[src/logic/nocPkg.sv]
package nocPkg;

  // number of sources that compete for this output port.
  localparam int numPorts = 5;

  // source indices, also the fixed priority order out of idle.
  localparam int portLocal = 0;
  localparam int portNorth = 1;
  localparam int portEast  = 2;
  localparam int portWest  = 3;
  localparam int portSouth = 4;

  // a flit is {kind, payload}, so the kind sits in the top bits.
  localparam int flitKindWidth = 3;
  localparam int payloadWidth  = 16;
  localparam int flitWidth     = flitKindWidth + payloadWidth;

  // a header carries its grant length in the low bits of the payload.
  localparam int lengthWidth = 12;

  localparam logic [flitKindWidth-1:0] kindHeader = 3'd1;
  localparam logic [flitKindWidth-1:0] kindBody   = 3'd2;
  localparam logic [flitKindWidth-1:0] kindTail   = 3'd3;

  // flits held per source.
  localparam int bufferDepth = 4;

  // bit 0 of the arbiter state is idle, bits 1 to numPorts are the grants.
  localparam logic [numPorts:0] stateIdle = 6'b000001;

endpackage

[src/logic/flitBuffer.sv]
`timescale 1ns/10ps

module flitBuffer (
  input  logic                         clk,
  input  logic                         rst,
  input  logic                         inCyc,
  input  logic                         inStb,
  input  logic [nocPkg::flitWidth-1:0] inDat,
  output logic                         inAck,
  input  logic                         pop,
  output logic [nocPkg::flitWidth-1:0] headFlit,
  output logic                         notEmpty
);

  logic [nocPkg::flitWidth-1:0]             mem [nocPkg::bufferDepth];
  logic [$clog2(nocPkg::bufferDepth)-1:0]   wrPtr;
  logic [$clog2(nocPkg::bufferDepth)-1:0]   rdPtr;
  logic [$clog2(nocPkg::bufferDepth+1)-1:0] count;
  logic                                     full;
  logic                                     doWrite;
  logic                                     doPop;

  assign full     = (count == nocPkg::bufferDepth);
  assign notEmpty = (count != '0);
  assign headFlit = mem[rdPtr];

  // the source still holds its strobe during the ack cycle, so that cycle
  // must not take the same flit a second time.
  assign doWrite = inCyc && inStb && !inAck && !full;
  assign doPop   = pop && notEmpty;

  always_ff @(posedge clk)
  begin
    if (rst)
    begin
      inAck <= 1'b0;
      wrPtr <= '0;
      rdPtr <= '0;
      count <= '0;
    end
    else
    begin
      inAck <= doWrite;
      if (doWrite)
      begin
        if (wrPtr == nocPkg::bufferDepth - 1)
          wrPtr <= '0;
        else
          wrPtr <= wrPtr + 1'b1;
      end
      if (doPop)
      begin
        if (rdPtr == nocPkg::bufferDepth - 1)
          rdPtr <= '0;
        else
          rdPtr <= rdPtr + 1'b1;
      end
      case ({doWrite, doPop})
        2'b10:   count <= count + 1'b1;
        2'b01:   count <= count - 1'b1;
        default: count <= count;
      endcase
    end
  end

  always_ff @(posedge clk)
  begin
    if (doWrite)
      mem[wrPtr] <= inDat;
  end

endmodule

[src/logic/packetTimer.sv]
`timescale 1ns/10ps

module packetTimer (
  input  logic                           clk,
  input  logic                           rst,
  input  logic                           headerSent,
  input  logic [nocPkg::lengthWidth-1:0] headerLength,
  input  logic                           flitSent,
  input  logic                           granted,
  output logic                           timesUp
);

  logic [nocPkg::lengthWidth-1:0] limit;
  logic [nocPkg::lengthWidth-1:0] count;
  logic                           sentAny;

  // count holds the flits sent in this grant beyond the first one, so
  // a limit of L lets L+1 flits through before the grant is released.
  always_ff @(posedge clk)
  begin
    if (rst)
    begin
      limit   <= '0;
      count   <= '0;
      sentAny <= 1'b0;
    end
    else
    begin
      if (headerSent)
        limit <= headerLength;
      if (!granted)
      begin
        count   <= '0;
        sentAny <= 1'b0;
      end
      else if (flitSent)
      begin
        sentAny <= 1'b1;
        if (headerSent)
          count <= '0;
        else if (sentAny)
          count <= count + 1'b1;
      end
    end
  end

  assign timesUp = sentAny && (count == limit);

endmodule

[src/logic/outputArbiter.sv]
`timescale 1ns/10ps

module outputArbiter (
  input  logic                           clk,
  input  logic                           rst,
  input  logic [nocPkg::numPorts-1:0]    request,
  input  logic [nocPkg::numPorts-1:0]    headerSent,
  input  logic [nocPkg::numPorts-1:0]    flitSent,
  input  logic [nocPkg::lengthWidth-1:0] headerLength,
  input  logic                           transferIdle,
  output logic [nocPkg::numPorts-1:0]    grant
);

  logic [nocPkg::numPorts:0]   state;
  logic [nocPkg::numPorts:0]   nextState;
  logic [nocPkg::numPorts-1:0] nextGrant;
  logic [nocPkg::numPorts-1:0] timesUp;

  for (genvar p = 0; p < nocPkg::numPorts; p++)
  begin : gTimer
    packetTimer timer (
      .clk          (clk),
      .rst          (rst),
      .headerSent   (headerSent[p]),
      .headerLength (headerLength),
      .flitSent     (flitSent[p]),
      .granted      (grant[p]),
      .timesUp      (timesUp[p])
    );
  end

  assign grant = state[nocPkg::numPorts:1];

  always_comb
  begin
    nextGrant = grant;
    if (transferIdle)
    begin
      nextGrant = '0;
      if (state == nocPkg::stateIdle)
      begin
        // out of idle the lowest index wins.
        for (int p = nocPkg::numPorts - 1; p >= 0; p--)
        begin
          if (request[p])
          begin
            nextGrant    = '0;
            nextGrant[p] = 1'b1;
          end
        end
      end
      else
      begin
        for (int h = 0; h < nocPkg::numPorts; h++)
        begin
          if (grant[h])
          begin
            if (request[h] && !timesUp[h])
              nextGrant = grant;
            else
            begin
              // search from the holder's successor, nearest one wins.
              for (int k = nocPkg::numPorts - 1; k >= 1; k--)
              begin
                if (request[(h + k) % nocPkg::numPorts])
                begin
                  nextGrant = '0;
                  nextGrant[(h + k) % nocPkg::numPorts] = 1'b1;
                end
              end
            end
          end
        end
      end
    end
  end

  assign nextState = {nextGrant, nextGrant == '0};

  always_ff @(posedge clk)
  begin
    if (rst)
      state <= nocPkg::stateIdle;
    else
      state <= nextState;
  end

endmodule

[src/logic/routerOutputPort.sv]
`timescale 1ns/10ps

module routerOutputPort (
  input  logic                         clk,
  input  logic                         rst,
  input  logic [nocPkg::numPorts-1:0]  inCyc,
  input  logic [nocPkg::numPorts-1:0]  inStb,
  input  logic [nocPkg::flitWidth-1:0] inDat [nocPkg::numPorts],
  output logic [nocPkg::numPorts-1:0]  inAck,
  output logic                         outCyc,
  output logic                         outStb,
  output logic [nocPkg::flitWidth-1:0] outDat,
  input  logic                         outAck
);

  logic [nocPkg::flitWidth-1:0]     headFlit [nocPkg::numPorts];
  logic [nocPkg::numPorts-1:0]      notEmpty;
  logic [nocPkg::numPorts-1:0]      grant;
  logic [nocPkg::numPorts-1:0]      flitSent;
  logic [nocPkg::numPorts-1:0]      headerSent;
  logic [nocPkg::flitKindWidth-1:0] outKind;
  logic                             transferIdle;
  logic                             ackSeen;

  for (genvar p = 0; p < nocPkg::numPorts; p++)
  begin : gBuffer
    flitBuffer buffer (
      .clk      (clk),
      .rst      (rst),
      .inCyc    (inCyc[p]),
      .inStb    (inStb[p]),
      .inDat    (inDat[p]),
      .inAck    (inAck[p]),
      .pop      (flitSent[p]),
      .headFlit (headFlit[p]),
      .notEmpty (notEmpty[p])
    );
  end

  outputArbiter arbiter (
    .clk          (clk),
    .rst          (rst),
    .request      (notEmpty),
    .headerSent   (headerSent),
    .flitSent     (flitSent),
    .headerLength (outDat[nocPkg::lengthWidth-1:0]),
    .transferIdle (transferIdle),
    .grant        (grant)
  );

  always_comb
  begin
    outDat = '0;
    for (int p = 0; p < nocPkg::numPorts; p++)
    begin
      if (grant[p])
        outDat = headFlit[p];
    end
  end

  assign outKind    = outDat[nocPkg::flitWidth-1 -: nocPkg::flitKindWidth];
  assign flitSent   = grant & {nocPkg::numPorts{outStb && outAck}};
  assign headerSent = flitSent & {nocPkg::numPorts{outKind == nocPkg::kindHeader}};

  // the grant cannot move while a strobe is out, so outDat stays put.
  assign transferIdle = !outStb;
  assign outCyc       = |grant;

  // after each accepted flit the strobe rests one cycle while the arbiter
  // looks at the updated timers, then one more so a new grant settles first.
  always_ff @(posedge clk)
  begin
    if (rst)
    begin
      outStb  <= 1'b0;
      ackSeen <= 1'b0;
    end
    else
    begin
      ackSeen <= outStb && outAck;
      if (outStb)
      begin
        if (outAck)
          outStb <= 1'b0;
      end
      else if (!ackSeen && |(grant & notEmpty))
        outStb <= 1'b1;
    end
  end

endmodule

[config.mk]
export PLATFORM = sky130hd
export DESIGN_NAME = routerOutputPort
export DESIGN_NICKNAME = d
export VERILOG_FILES = /design/src/logic/nocPkg.sv /design/src/logic/flitBuffer.sv /design/src/logic/packetTimer.sv /design/src/logic/outputArbiter.sv /design/src/logic/routerOutputPort.sv
export SDC_FILE = /design/constraint.sdc
export NUM_CORES = 1
export LEC_CHECK = 0
export BUFFER_PORTS_ARGS = -buffer_cell sky130_fd_sc_hd__buf_2
export CAP_MARGIN = 20
export CELL_PAD_IN_SITES_DETAIL_PLACEMENT = 0
export CELL_PAD_IN_SITES_GLOBAL_PLACEMENT = 2
export CORE_MARGIN = 8
export CORE_UTILIZATION = 40
export DETAILED_ROUTE_END_ITERATION = 10
export PLACE_DENSITY = 0.83
export SLEW_MARGIN = 5
export SYNTH_ARGS = -nofsm -noshare
export SYNTH_HDL_FRONTEND = slang
export SYNTH_SLANG_ARGS = --single-unit
export TNS_END_PERCENT = 50
[constraint.sdc]
create_clock -name clk -period 2.7 [get_ports clk]
set_input_delay 0.54 -clock clk [delete_from_list [all_inputs] [get_ports clk]]
set_output_delay 0.54 -clock clk [all_outputs]
set_load 0.02 [all_outputs]
== Word-level counts from Yosys, hierarchy flattened ==
Memory sizes are Yosys's and may differ from the RTL's. A register that Yosys moved wholly into a read port is not among the register bits.
Index checks and enable logic that the tools add are counted.
Cells by class
  add/subtract/negate cells: 25
  bitwise logic cells: 8
  reductions and logical operators: 76
  eq/ne operators: 32
  multiplexer cells: 88
Operators by type and width (count)
  2-to-1 mux 5 bit: 35
  2-to-1 mux 12 bit: 10
  2-to-1 mux 19 bit: 5
  adder 12 x 1 -> 12 bit, second input constant: 5
  equality test 12 bit: 5
  2-to-1 mux 2 bit: 20
  logical AND 1 bit: 32
  equality test 2 bit, second input constant: 15
  case mux 3 bit (2 select lines): 5
  adder 2 x 1 -> 2 bit, second input constant: 10
  nonzero test 2 bit: 10
  logical NOT 1 bit: 16
  adder 3 x 1 -> 3 bit, second input constant: 5
  bitwise AND 5 bit: 3
  equality test 3 bit, second input constant: 5
  nonzero test 3 bit: 5
  subtractor 3 x 1 -> 3 bit, second input constant: 5
  2-to-1 mux 1 bit: 13
  equality test 2 x 1 -> 1 bit, second input constant: 5
  AND reduction 2 bit: 5
  OR reduction 2 bit: 5
  OR reduction 5 bit: 2
  equality test 6 x 1 -> 1 bit, second input constant: 1
  logical NOT 5 bit: 1
  2 further kinds: 6
Storage, ports and cells
  logic and storage cells: 272
  memories kept: 5
  bits in registers: 173
  memory bits (writable): 380
Memories
  gBuffer[0].buffer.mem: words 4, width 19, read ports 1, clocked after memory_dff 1, write ports 1, RTL line flitBuffer.sv:15  | logic [nocPkg::flitWidth-1:0] mem [nocPkg::bufferDepth];
  gBuffer[1].buffer.mem: words 4, width 19, read ports 1, clocked after memory_dff 1, write ports 1, RTL line flitBuffer.sv:15
  gBuffer[2].buffer.mem: words 4, width 19, read ports 1, clocked after memory_dff 1, write ports 1, RTL line flitBuffer.sv:15
  gBuffer[3].buffer.mem: words 4, width 19, read ports 1, clocked after memory_dff 1, write ports 1, RTL line flitBuffer.sv:15
  gBuffer[4].buffer.mem: words 4, width 19, read ports 1, clocked after memory_dff 1, write ports 1, RTL line flitBuffer.sv:15

== Depth between registers and ports, before layout ==
Gate-level depths: netlist of run 1.
  depth after elaboration: 36
  depth in mapped cells: 12

== By module ==
A second synthesis of run 1 with hierarchy kept.
Unflattened totals
  cell total of the unflattened synthesis: 1669
  area, all modules: 24218.2 µm²
Modules (own cells, without submodules)
  flitBuffer: cells each 156, times used 5, area each 3305.7 µm², sequential area each 2482.4 µm²
  packetTimer: cells each 123, times used 5, area each 1133.6 µm², sequential area each 500.5 µm²
  outputArbiter: cells each 145, times used 1, area each 1048.5 µm², sequential area each 120.1 µm²
  routerOutputPort: cells each 129, times used 1, area each 973.4 µm², sequential area each 40.0 µm²

== Worst setup path before layout of run 1 ==
No wires, ideal clock.
  path type: reg-to-reg
  start: register (tool-made name)
  end: register arbiter.gTimer[1].timer.count[8] (netlist name)
  setup time: 71 ps
  setup slack: -247 ps
  path buffers: 2
  stages on the path, launching flop included: 12
  data required time: 2629 ps
  arrival: 2877 ps
  period minus slack after synthesis: 2947 ps
  cell sequence: dfxtp_1 buf_6 mux4_2 a221oi_2 a21oi_2 or3_4 or3_1 buf_6 nand2_4 nand4_4 or3_1 a21oi_1
RTL lines
  end signal, assigned: RTL line packetTimer.sv:42  | count <= count + 1'b1;
  end, declared: RTL line packetTimer.sv:14  | logic [nocPkg::lengthWidth-1:0] count;

==> flow_metrics.tcl, run 1 <==
set metrics [dict create \
    finalHoldViolCount 0 \
    slew_viol_final 0 \
    die_h_um 257.8 \
    synth_top_cell_by_area "edfxtp_1" \
    critPathMaxFanout 8 \
    wl_per_cell_um 21.28 \
    via_count 14667 \
    areaGrowthSynthToFinish_pct 24.91 \
    fp.dieW_um 257.8 \
    min_path_cells 1 \
    cellPowerDensity_nw_per_um2 734.9 \
    criticalPathCategory "reg -> out" \
    grt_pass1_vias 14998 \
    insertion_delay_ns 0.65 \
    cap_violations 0 \
    syn_nets 1788 \
    core_area_sq_um 57810 \
    met3_usage 0.03150 \
    cts.htree.levels 2 \
    power_switching_uw 5925 \
    use_met1 0.2228 \
    synthDistinctLibCells 72 \
    place.gp.congestion 0.8493 \
    slew_headroom 0.6302 \
    ys_ff_latch 563 \
    outcome "complete, but fails checks" \
    end_kind "output port" \
    final_nets 2106 \
    fin_ws_ns -0.5092 \
    critPathArrivalTime_ns 2.67 \
    tightest_slew_ns 0.5547 \
    clk_pin_slew_ns 0.06 \
    synth_top_cell_area_share 0.4880 \
    grt-ovfl-total 0 \
    fin_crit_sh 1.189 \
    synth-main-ff-cell "edfxtp_1" \
    grt_start_max_net_pins 50 \
    reg2reg_slack_ns -0.48 \
    syn_area_sq_um 23380 \
    p_seq_frac 0.439 \
    hp-class "in -> reg" \
    p_int_uw 15540 \
    synthArstFlopShare 0 \
    r2r_end "arbiter.gTimer[0].timer.count[10]" \
    setup_tns_ns -27.61 \
    fin_util 0.5053 \
    finalPower_uw 21470 \
    crit_path_start_kind "flip-flop" \
    multi_input_area_sq_um 8364 \
    routed_via_density 5.289 \
    die_area_sq_um 66450 \
    ir_drop_uv 631.9 \
    wl_mm 59.01 \
    path_cells "buf_12, buf_12, mux4_2, a221oi_4, o311ai_1, o21a_2, buf_6" \
    holdPathEnd "gBuffer[3].buffer.mem[2][12]" \
    io_pins 134 \
    cp_slowest_cell "mux4_2" \
    crit_buf_inv 3 \
    numPortBuffers 133 \
    synth-edff-count 380 \
    met2_usage 0.2994 \
    dp_hpwl_mm 41.05 \
    violations "setup timing" \
    pwr-share-comb 0.192 \
    setup_viol 123 \
    clkPwrFrac 0.369 \
    track_usage 0.1737 \
    fmax_mhz 311.6 \
    cp_common_cell "buf_12" \
    ys_seq_area_frac 0.6447 \
    r2r_cells 12 \
    num_rows 88 \
    p_sw_frac 0.2760 \
    grt_pass1_wl_mm 89.75 \
    required_ns 2.16 \
    regArea_sq_um 15090 \
    synthTopCellsByArea "edfxtp_1, dfxtp_1, mux4_2, nor2_1, mux2i_1" \
    fin_crit_ns 3.209 \
    remaining_drc_errors 0 \
    drt_iter0_markers 894 \
    fin_skew_ns 0.06244 \
    cts_buffers 59 \
    syn_avg_cell_area_sq_um 14.26 \
    fillCellCount 4880 \
    rsz0062_at_grt "yes" \
    drive_gt1_frac 0.3106 \
    crit_family "compound AO/OA/AOI/OAI gates" \
    dr.pass1.iters 6 \
    cpPeakStageDelay_ns 0.55 \
    p_leak_uw 0.01052 \
    grt-busiest-layer "met2" \
    synth_cells 1640 \
    cts_hold_buf 0 \
    initial_utilization 0.4045 \
    root_buffer "clkbuf_16" \
    antenna_found_initial 6 \
    ant_nets 0 \
    cts_tree "yes" \
    clock_path_buffers 3 \
    synth_warnings 0 \
    holdCritStartpoint "inDat[31]" \
    cts.sinks 563 \
]
-- synth_stat cells, drive strengths merged (2+ instances only) --
cell type,number
a211o,4
a211oi,9
a21o,2
a21oi,42
a221o,2
a221oi,18
a31oi,4
a41oi,2
and2,28
and3,6
buf,24
clkbuf,56
dfxtp,183
edfxtp,380
fa,5
ha,35
inv,48
mux2i,72
mux4,95
nand2,70
nand2b,3
nand3,30
nand4,27
nor2,207
nor2b,3
nor3,35
nor3b,2
nor4,10
o2111ai,2
o211ai,3
o21a,16
o21ai,27
o221ai,2
o22a,2
o22ai,5
o311ai,16
o31a,4
o31ai,4
or2,2
or3,23
xnor2,71
xor2,46
-- worst register-to-register path: cells and delay by family (launching register included) --
| kind | cells | cell delay (ns) |
|---|---|---|
| flops | 1 | 0.36 |
| buf+inv | 4 | 0.59 |
| compound gates | 4 | 0.78 |
| simple gates | 3 | 0.87 |
| mux | 1 | 0.52 |
-- metal layers --
| metal | up-vias | wire, um |
|---|---|---|
| met5 | - | 38 |
| met4 | 6 | 1721 |
| met3 | 108 | 3306 |
| met2 | 396 | 29240 |
| met1 | 7370 | 24700 |
| li1 | 6787 | - |
-- flip-flops by register name (all words and copies together), names as in the netlist, named ones only --
name                          flops
outStb                            1
gBuffer.buffer.rdPtr             10
arbiter.gTimer.timer.count       60
arbiter.gTimer.timer.limit       60
arbiter.gTimer.timer.sentAny      5
gBuffer.buffer.count             15
gBuffer.buffer.wrPtr             10
ackSeen                           1
arbiter.state                     6
gBuffer.buffer.mem              380
gBuffer.buffer.inAck              5
-- cells in the final DEF (no fill, tap or decap), types with 25 or more instances in the layout --
master and n:
dfxtp_1 174, mux4_2 95, xnor2_1 70, mux2i_1 72, edfxtp_1 380, o21ai_0 25
nor3_1 30, nand2_1 62, and2_1 26, buf_2 113, a21oi_1 36, inv_1 47
xor2_1 45, buf_6 48, nand4_1 26, nand3_1 26, nor2_1 199, buf_4 155
ha_1 35, clkbuf_16 60
-- stage by stage --
step | instances | cell area [sq um] | hold slack (ns) | setup WS [ns]
detailed placement | 2629 | 26090 | 0.4742 | -0.3578
global route | 2771 | 29200 | 0.08982 | -0.5781
floorplan | 1640 | 23410 | 0.4541 | -0.2385
finish | 2773 | 29210 | 0.1067 | -0.5092
CTS | 2758 | 28860 | 0.06771 | -0.5339
global placement | 2629 | 26090 | 0.4660 | -0.3761
-- worst max-delay path by stage --
stage	from	to	slack, ns	cells after the start
global route	flip-flop	arbiter.gTimer[2].timer.count[11]	-0.58	12
global placement	flip-flop	outDat[10]	-0.38	6
floorplan	flip-flop	arbiter.gTimer[1].timer.count[8]	-0.24	11
CTS	flip-flop	outDat[8]	-0.53	7
detailed placement	flip-flop	arbiter.gTimer[1].timer.count[6]	-0.36	9
finish	flip-flop	outDat[5]	-0.51	7
-- power by group through the flow --
stage / sequential [uW] / clock, uW / combinational, uW
finish: 9420 / 7910 / 4130
global route: 9440 / 8420 / 4350
floorplan: 9600 / 0 / 1540
CTS: 9420 / 8090 / 3990
detailed placement: 9610 / 0 / 3440
global placement: 9600 / 0 / 3420
-- cell type report --
cell class                 instances  area share
sequential                       563      0.5167
multi-input combinational        948      0.2864
timing repair buffer             337     0.09279
clock buffer                      74     0.05282
tap                              765     0.03277
clock inverter                    35     0.01204
inverter                          49    0.006383
antenna                            2   0.0001714
-- cells by family after synthesis --
kind of cell	count (synthesis)	share of synthesized area
AO/OA/AOI/OAI	172	0.05254
XOR/XNOR	117	0.04382
adder cells (fa/ha/maj)	40	0.02301
buffers and inverters	129	0.02322
flip-flops	563	0.6447
multiplexers	168	0.1228
AND/OR/NAND/NOR	451	0.08995
-- what timing repair did --
item / in CTS / in global routing
gates resized for setup: 157 / 71
pin swaps: 35 / 45
endpoints found under the setup margin: 133 / 138
cloned: 4 / 1
buffers inserted: 20 / 17
Power figures use the tool's default switching activity.
==> run 2: changes to the inputs <==
--- a/config.mk
+++ b/config.mk
@@ -5,14 +5,14 @@
 export SDC_FILE = /design/constraint.sdc
 export NUM_CORES = 1
 export LEC_CHECK = 0
-export BUFFER_PORTS_ARGS = -buffer_cell sky130_fd_sc_hd__buf_2
 export CAP_MARGIN = 20
 export CELL_PAD_IN_SITES_DETAIL_PLACEMENT = 0
 export CELL_PAD_IN_SITES_GLOBAL_PLACEMENT = 2
 export CORE_MARGIN = 8
-export CORE_UTILIZATION = 40
+export CORE_UTILIZATION = 41
 export DETAILED_ROUTE_END_ITERATION = 10
-export PLACE_DENSITY = 0.83
+export DONT_BUFFER_PORTS = 1
+export PLACE_DENSITY = 0.82
 export SLEW_MARGIN = 5
 export SYNTH_ARGS = -nofsm -noshare
 export SYNTH_HDL_FRONTEND = slang
==> run 2 against run 1 <==
The flow still finishes with violations (setup timing); clock power is 4.0% higher; count of clock-buffer cells in the layout is 5 lower; hold slack worse by 0.074 ns; sequential cell count stayed put; clock skew is 0.020 ns lower; global-route usage is 0.86 points higher; sequential power hardly changed; maximum frequency is 0.63% higher; critical path type unchanged.
==> flow_metrics.tcl, run 2 (synthesis gave the netlist of run 1 again) <==
set metrics [dict create \
    outcome "complete, but fails checks" \
    violations "setup timing" \
    largest_register "gBuffer.buffer.mem" \
    cts_buffers 58 \
    p_leak_uw 0.01040 \
    path_cells "buf_6, buf_12, mux4_2, a221oi_2, buf_4, o311ai_4, o21a_1, buf_12" \
    cts.htree.levels 2 \
    required_ns 2.16 \
    layout_commonest_cell "edfxtp_1" \
    critPathArrivalTime_ns 2.65 \
    cpPeakStageDelay_ns 0.52 \
    slew_viol_final 0 \
    core_area_sq_um 56390 \
    critPathMaxFanout 5 \
    end_kind "output port" \
    cellPowerDensity_nw_per_um2 741.1 \
    tightest_slew_ns 0.7870 \
    top_regs "gBuffer.buffer.mem: 380 flops, arbiter.gTimer.timer.count: 60 flops, arbiter.gTimer.timer.limit: 60 flops" \
    areaGrowthSynthToFinish_pct 26.79 \
    clk_pin_slew_ns 0.06 \
    p_int_uw 15960 \
    fin_util 0.5258 \
    cp_common_cell "buf_12" \
    fin_crit_sh 1.181 \
    io_pins 134 \
    crit_path_start_kind "flip-flop" \
    grt-ovfl-total 0 \
    finalHoldViolCount 0 \
    insertion_delay_ns 0.64 \
    numPortBuffers 0 \
    antenna_found_initial 11 \
    fp.dieW_um 254.8 \
    ant_nets 0 \
    layout_common_cells "edfxtp_1, nor2_1, dfxtp_1, buf_4, dlygate4sd3_1" \
    via_count 14455 \
    grt_start_max_net_pins 58 \
    cp_slowest_cell "mux4_2" \
    largest_register_ffs 380 \
    wl_mm 60.02 \
    hp-class "in -> reg" \
    p_seq_frac 0.429 \
    root_buffer "clkbuf_16" \
    crit_buf_inv 4 \
    fin_skew_ns 0.04228 \
    place.gp.congestion 0.8739 \
    drive_gt1_frac 0.2634 \
    wl_per_cell_um 21.89 \
    setup_viol 127 \
    num_rows 87 \
    dr.pass1.iters 6 \
    initial_utilization 0.4147 \
    routed_via_density 5.272 \
    crit_family "buffers and inverters" \
    cts_tree "yes" \
    clock_path_buffers 3 \
    drt_iter0_markers 969 \
    grt_pass1_vias 14631 \
    die_h_um 254.8 \
    criticalPathCategory "reg -> out" \
    final_nets 2077 \
    p_sw_frac 0.2736 \
    grt_pass1_wl_mm 90.02 \
    pre_cts_ws_ns -0.2438 \
    fmax_mhz 313.6 \
    die_area_sq_um 64930 \
    fin_ws_ns -0.4890 \
    slew_headroom 0.4736 \
    dp_hpwl_mm 39.80 \
    clkPwrFrac 0.375 \
    cap_violations 0 \
    remaining_drc_errors 0 \
    ir_drop_uv 604.3 \
    track_usage 0.1823 \
    fin_crit_ns 3.189 \
    pwr-share-comb 0.197 \
    rsz0062_at_grt "yes" \
    power_switching_uw 6012 \
    cts.sinks 563 \
]
==> run 2: cell types whose count changed in the layout (fill, tap and decap cells not counted), moves of 8 or more <==
cell,delta
clkbuf_1,-8
buf_2,-113
dlygate4sd3_1,+98
o21a_1,+8
buf_12,+10
clkinv_1,-9
o311ai_0,+9
buf_6,-25
o21a_2,-8
==> run 2: power groups by stage <==
| stage | clock (uW) | sequential, uW | combinational (uW) |
|---|---|---|---|
| 2_1_floorplan | 0 | 9600 | 1540 |
| 3_3_place_gp | 0 | 9600 | 3750 |
| 3_5_place_dp | 0 | 9610 | 3750 |
| 4_1_cts | 8380 | 9420 | 4190 |
| 5_1_grt | 8730 | 9430 | 4530 |
| 6_report | 8230 | 9420 | 4320 |
==> run 2: per-layer routing <==
layer  wire [um]  part of all wire  global-route usage  vias up
met4        1040             0.017             0.04257        2
met3        3456             0.058             0.03391       81
met5           8           0.00013                   0        -
li1            -                 -                   -     6736
met2       30510              0.51              0.3145      382
met1       25000              0.42              0.2376     7254
==> run 2: final cells by class <==
class	count	area [sq um]
clock buffers	69	1543
repair buffers	309	3107
flip-flops and latches	563	15100
multi-input cells	948	8298
fillers	4696	26740
inverters	49	186.4
well taps	756	945.9
clock inverters	40	449.2
diodes	8	20.02
==> run 2: metrics by stage <==
step	power (uW)	area, sq um	hold slack [ns]	cells	TNS [ns]
4_1_cts	21990	29200	0.008000	2722	-23.47
5_1_grt	22700	29640	0.002903	2739	-37.98
2_1_floorplan	11140	23410	0.4541	1640	-2.453
6_report	21970	29650	0.03275	2742	-23.86
3_3_place_gp	13350	25610	0.4607	2499	-3.439
3_5_place_dp	13370	25610	0.4760	2499	-5.086
==> run 2: path summary, 6_finish.rpt <==
path	start	to	slack, ns	cells after the start
worst min register to register	gBuffer[1].buffer.rdPtr[1]	gBuffer[1].buffer.rdPtr[1]	0.50	2
worst max register to register	flip-flop	arbiter.gTimer[1].timer.count[6]	-0.37	10
worst min-delay path	rst	arbiter.state[1]	0.03	1
worst max-delay path	flip-flop	outDat[4]	-0.49	8
==> run 2: timing repair <==
action,4_1_cts,5_1_grt
hold buffers,100,0
cloned,3,2
gates resized for setup,91,90
buffers inserted,15,15
setup endpoints to repair,95,144
pin swaps,21,39
endpoints found under the hold margin,437,0
==> run 3: changes to the inputs <==
--- a/config.mk
+++ b/config.mk
@@ -5,14 +5,16 @@
 export SDC_FILE = /design/constraint.sdc
 export NUM_CORES = 1
 export LEC_CHECK = 0
+export ABC_AREA = 1
 export CAP_MARGIN = 20
 export CELL_PAD_IN_SITES_DETAIL_PLACEMENT = 0
 export CELL_PAD_IN_SITES_GLOBAL_PLACEMENT = 2
 export CORE_MARGIN = 8
-export CORE_UTILIZATION = 41
+export CORE_UTILIZATION = 37
 export DETAILED_ROUTE_END_ITERATION = 10
 export DONT_BUFFER_PORTS = 1
 export PLACE_DENSITY = 0.82
+export REMOVE_ABC_BUFFERS = 1
 export SLEW_MARGIN = 5
 export SYNTH_ARGS = -nofsm -noshare
 export SYNTH_HDL_FRONTEND = slang
==> run 3 against run 2 <==
The flow still finishes with violations (setup timing); total power increased by 12%; routed wire length increased by 19%; count of clock-buffer cells in the layout increased by 16; first-iteration DRC count increased by 54%; non-clock buffer count decreased by 16; critical path type unchanged; critical endpoint is now outDat[9]; highest routed layer unchanged.
==> flow_metrics.tcl, run 3 <==
set metrics [dict create \
    outcome "complete, but fails checks" \
    violations "setup timing" \
    synth_cells 2500 \
    wl_mm 71.66 \
    layout_common_cells "edfxtp_1, nand2_1, nor2_1, inv_1, a21oi_1" \
    initial_utilization 0.3710 \
    fp.dieW_um 274.6 \
    dp_hpwl_mm 48.56 \
    finalHoldViolCount 0 \
    p_leak_uw 0.01078 \
    hp-class "in -> reg" \
    cts_tree "yes" \
    insertion_delay_ns 0.65 \
    min_path_cells 3 \
    ys_ff_latch 563 \
    wl_per_cell_um 19.53 \
    grt_pass1_vias 18695 \
    slew_viol_final 0 \
    r2r_cells 15 \
    syn_avg_cell_area_sq_um 9.895 \
    tightest_slew_ns 0.5507 \
    place.gp.congestion 0.8400 \
    crit_path_start_kind "flip-flop" \
    fin_crit_ns 2.946 \
    postPlaceCellArea_sq_um 26680 \
    yosysMostFrequentCell "edfxtp_1" \
    setup_tns_ns -3.444 \
    fin_ws_ns -0.2461 \
    via_count 18978 \
    setup_viol 19 \
    multi_input_area_sq_um 8833 \
    top_regs "gBuffer.buffer.mem: 380 flops, arbiter.gTimer.timer.count: 60 flops, arbiter.gTimer.timer.limit: 60 flops" \
    drt_iter0_markers 1491 \
    critPathMaxFanout 13 \
    cts.htree.levels 2 \
    grt_start_max_net_pins 89 \
    synth_top_cell_area_share 0.4613 \
    synth_warnings 0 \
    antenna_found_initial 9 \
    fin_skew_ns 0.04028 \
    drive_gt1_frac 0.1593 \
    clock_path_buffers 3 \
    core_area_sq_um 66680 \
    syn_area_sq_um 24740 \
    cellPowerDensity_nw_per_um2 796.8 \
    synthTopCellsByArea "edfxtp_1, dfxtp_1, nand2_1, nor2_1, a21oi_1" \
    dr.pass1.iters 5 \
    synthDistinctLibCells 47 \
    clk_pin_slew_ns 0.06 \
    die_h_um 274.6 \
    ys_seq_area_frac 0.6093 \
    synth-edff-count 380 \
    ir_drop_uv 913.9 \
    synthArstFlopShare 0 \
    numPortBuffers 0 \
    fin_util 0.4646 \
    synth-main-ff-cell "edfxtp_1" \
    routed_via_density 5.171 \
    critPathArrivalTime_ns 2.41 \
    remaining_drc_errors 0 \
    r2r_end "arbiter.gTimer[1].timer.count[2]" \
    ys_top_cells_by_count "edfxtp_1, nand2_1, nor2_1" \
    cap_violations 0 \
    cts_buffers 61 \
    final_nets 2883 \
    required_ns 2.16 \
    criticalPathCategory "reg -> out" \
    grt-ovfl-total 0 \
    slew_headroom 0.6328 \
    areaGrowthSynthToFinish_pct 25.23 \
    fin_crit_sh 1.091 \
    num_rows 95 \
    fillCellCount 6073 \
    layout_commonest_cell "edfxtp_1" \
    holdCritStartpoint "rst" \
    cts.sinks 563 \
    pre_cts_ws_ns -0.1427 \
    largest_register "gBuffer.buffer.mem" \
    crit_end "outDat[9]" \
    rsz0062_at_grt "yes" \
    regArea_sq_um 15100 \
    design_area_sq_um 30980 \
    finalPower_uw 24690 \
    synth_top_cell_by_area "edfxtp_1" \
    ant_nets 0 \
    track_usage 0.1850 \
    fmax_mhz 339.4 \
    die_area_sq_um 75390 \
    reg2reg_slack_ns 0.11 \
    io_pins 134 \
    grt_pass1_wl_mm 109.1 \
    largest_register_ffs 380 \
    end_kind "output port" \
    root_buffer "clkbuf_16" \
]
[run 3: final cells by class]
cell class,instances,share of cell area
Antenna cell,9,0.0007269
Timing Repair Buffer,293,0.09515
Multi-Input combinational cell,1574,0.2851
Tap cell,873,0.03526
Clock buffer,85,0.05476
Clock inverter,31,0.01086
Sequential cell,563,0.4873
Inverter,242,0.03085
[run 3: report_power, final]
part | switching, uW | internal [uW] | leakage [uW]
clock network | 3500 | 4870 | 0.00100
logic | 4300 | 2490 | 0.00485
registers | 98.3 | 9420 | 0.00493
[run 3: how the worst min path moves through the flow]
stage	end	slack, ns
floorplan	arbiter.gTimer[0].timer.limit[11]	0.44
global placement	arbiter.gTimer[2].timer.limit[4]	0.45
detailed placement	arbiter.gTimer[2].timer.limit[2]	0.45
CTS	arbiter.gTimer[2].timer.count[0]	0.09
global route	arbiter.gTimer[2].timer.count[0]	0.14
finish	arbiter.gTimer[2].timer.count[0]	0.13
[run 3: what timing repair did]
action                                  CTS  global route
endpoints found under the setup margin   24            28
pin swaps                                24            33
gates resized for setup                  91           112
buffers inserted                         17            14
hold buffers                             98             0
cloned                                    3             4
hold endpoints to repair                399             0
[run 3: worst max-delay path: stages (launching register included)]
cell and delay [ns]:
dfxtp_4 0.42, buf_12 0.16, buf_6 0.11, a21oi_1 0.07
a221oi_2 0.42, o221ai_4 0.18, a31oi_4 0.23, buf_12 0.18
[run 3: cells by family (layout without fill, tap and decap cells)]
family                   after synthesis  count (layout)  share of synthesized area
other                                  0               9                          0
buffers and inverters                363             651                    0.06064
flip-flops                           563             563                     0.6093
XOR/XNOR                              48              48                    0.01699
AO/OA/AOI/OAI                        629             629                     0.1453
AND/OR/NAND/NOR                      857             857                     0.1460
adder cells (fa/ha/maj)               40              40                    0.02175
[run 3: through the flow]
stage	hold WS, ns	instances
2_1_floorplan	0.4355	2379
3_3_place_gp	0.4524	3409
3_5_place_dp	0.4542	3409
4_1_cts	0.09325	3643
5_1_grt	0.1401	3666
6_report	0.1342	3670
[run 3: routing by layer]
metal	vias up	track usage	share of wire
met3	119	0.03389	0.055
met4	2	0.05296	0.025
met2	481	0.3145	0.49
met5	-	0	0.00015
met1	9148	0.2399	0.44
li1	9228	-	-
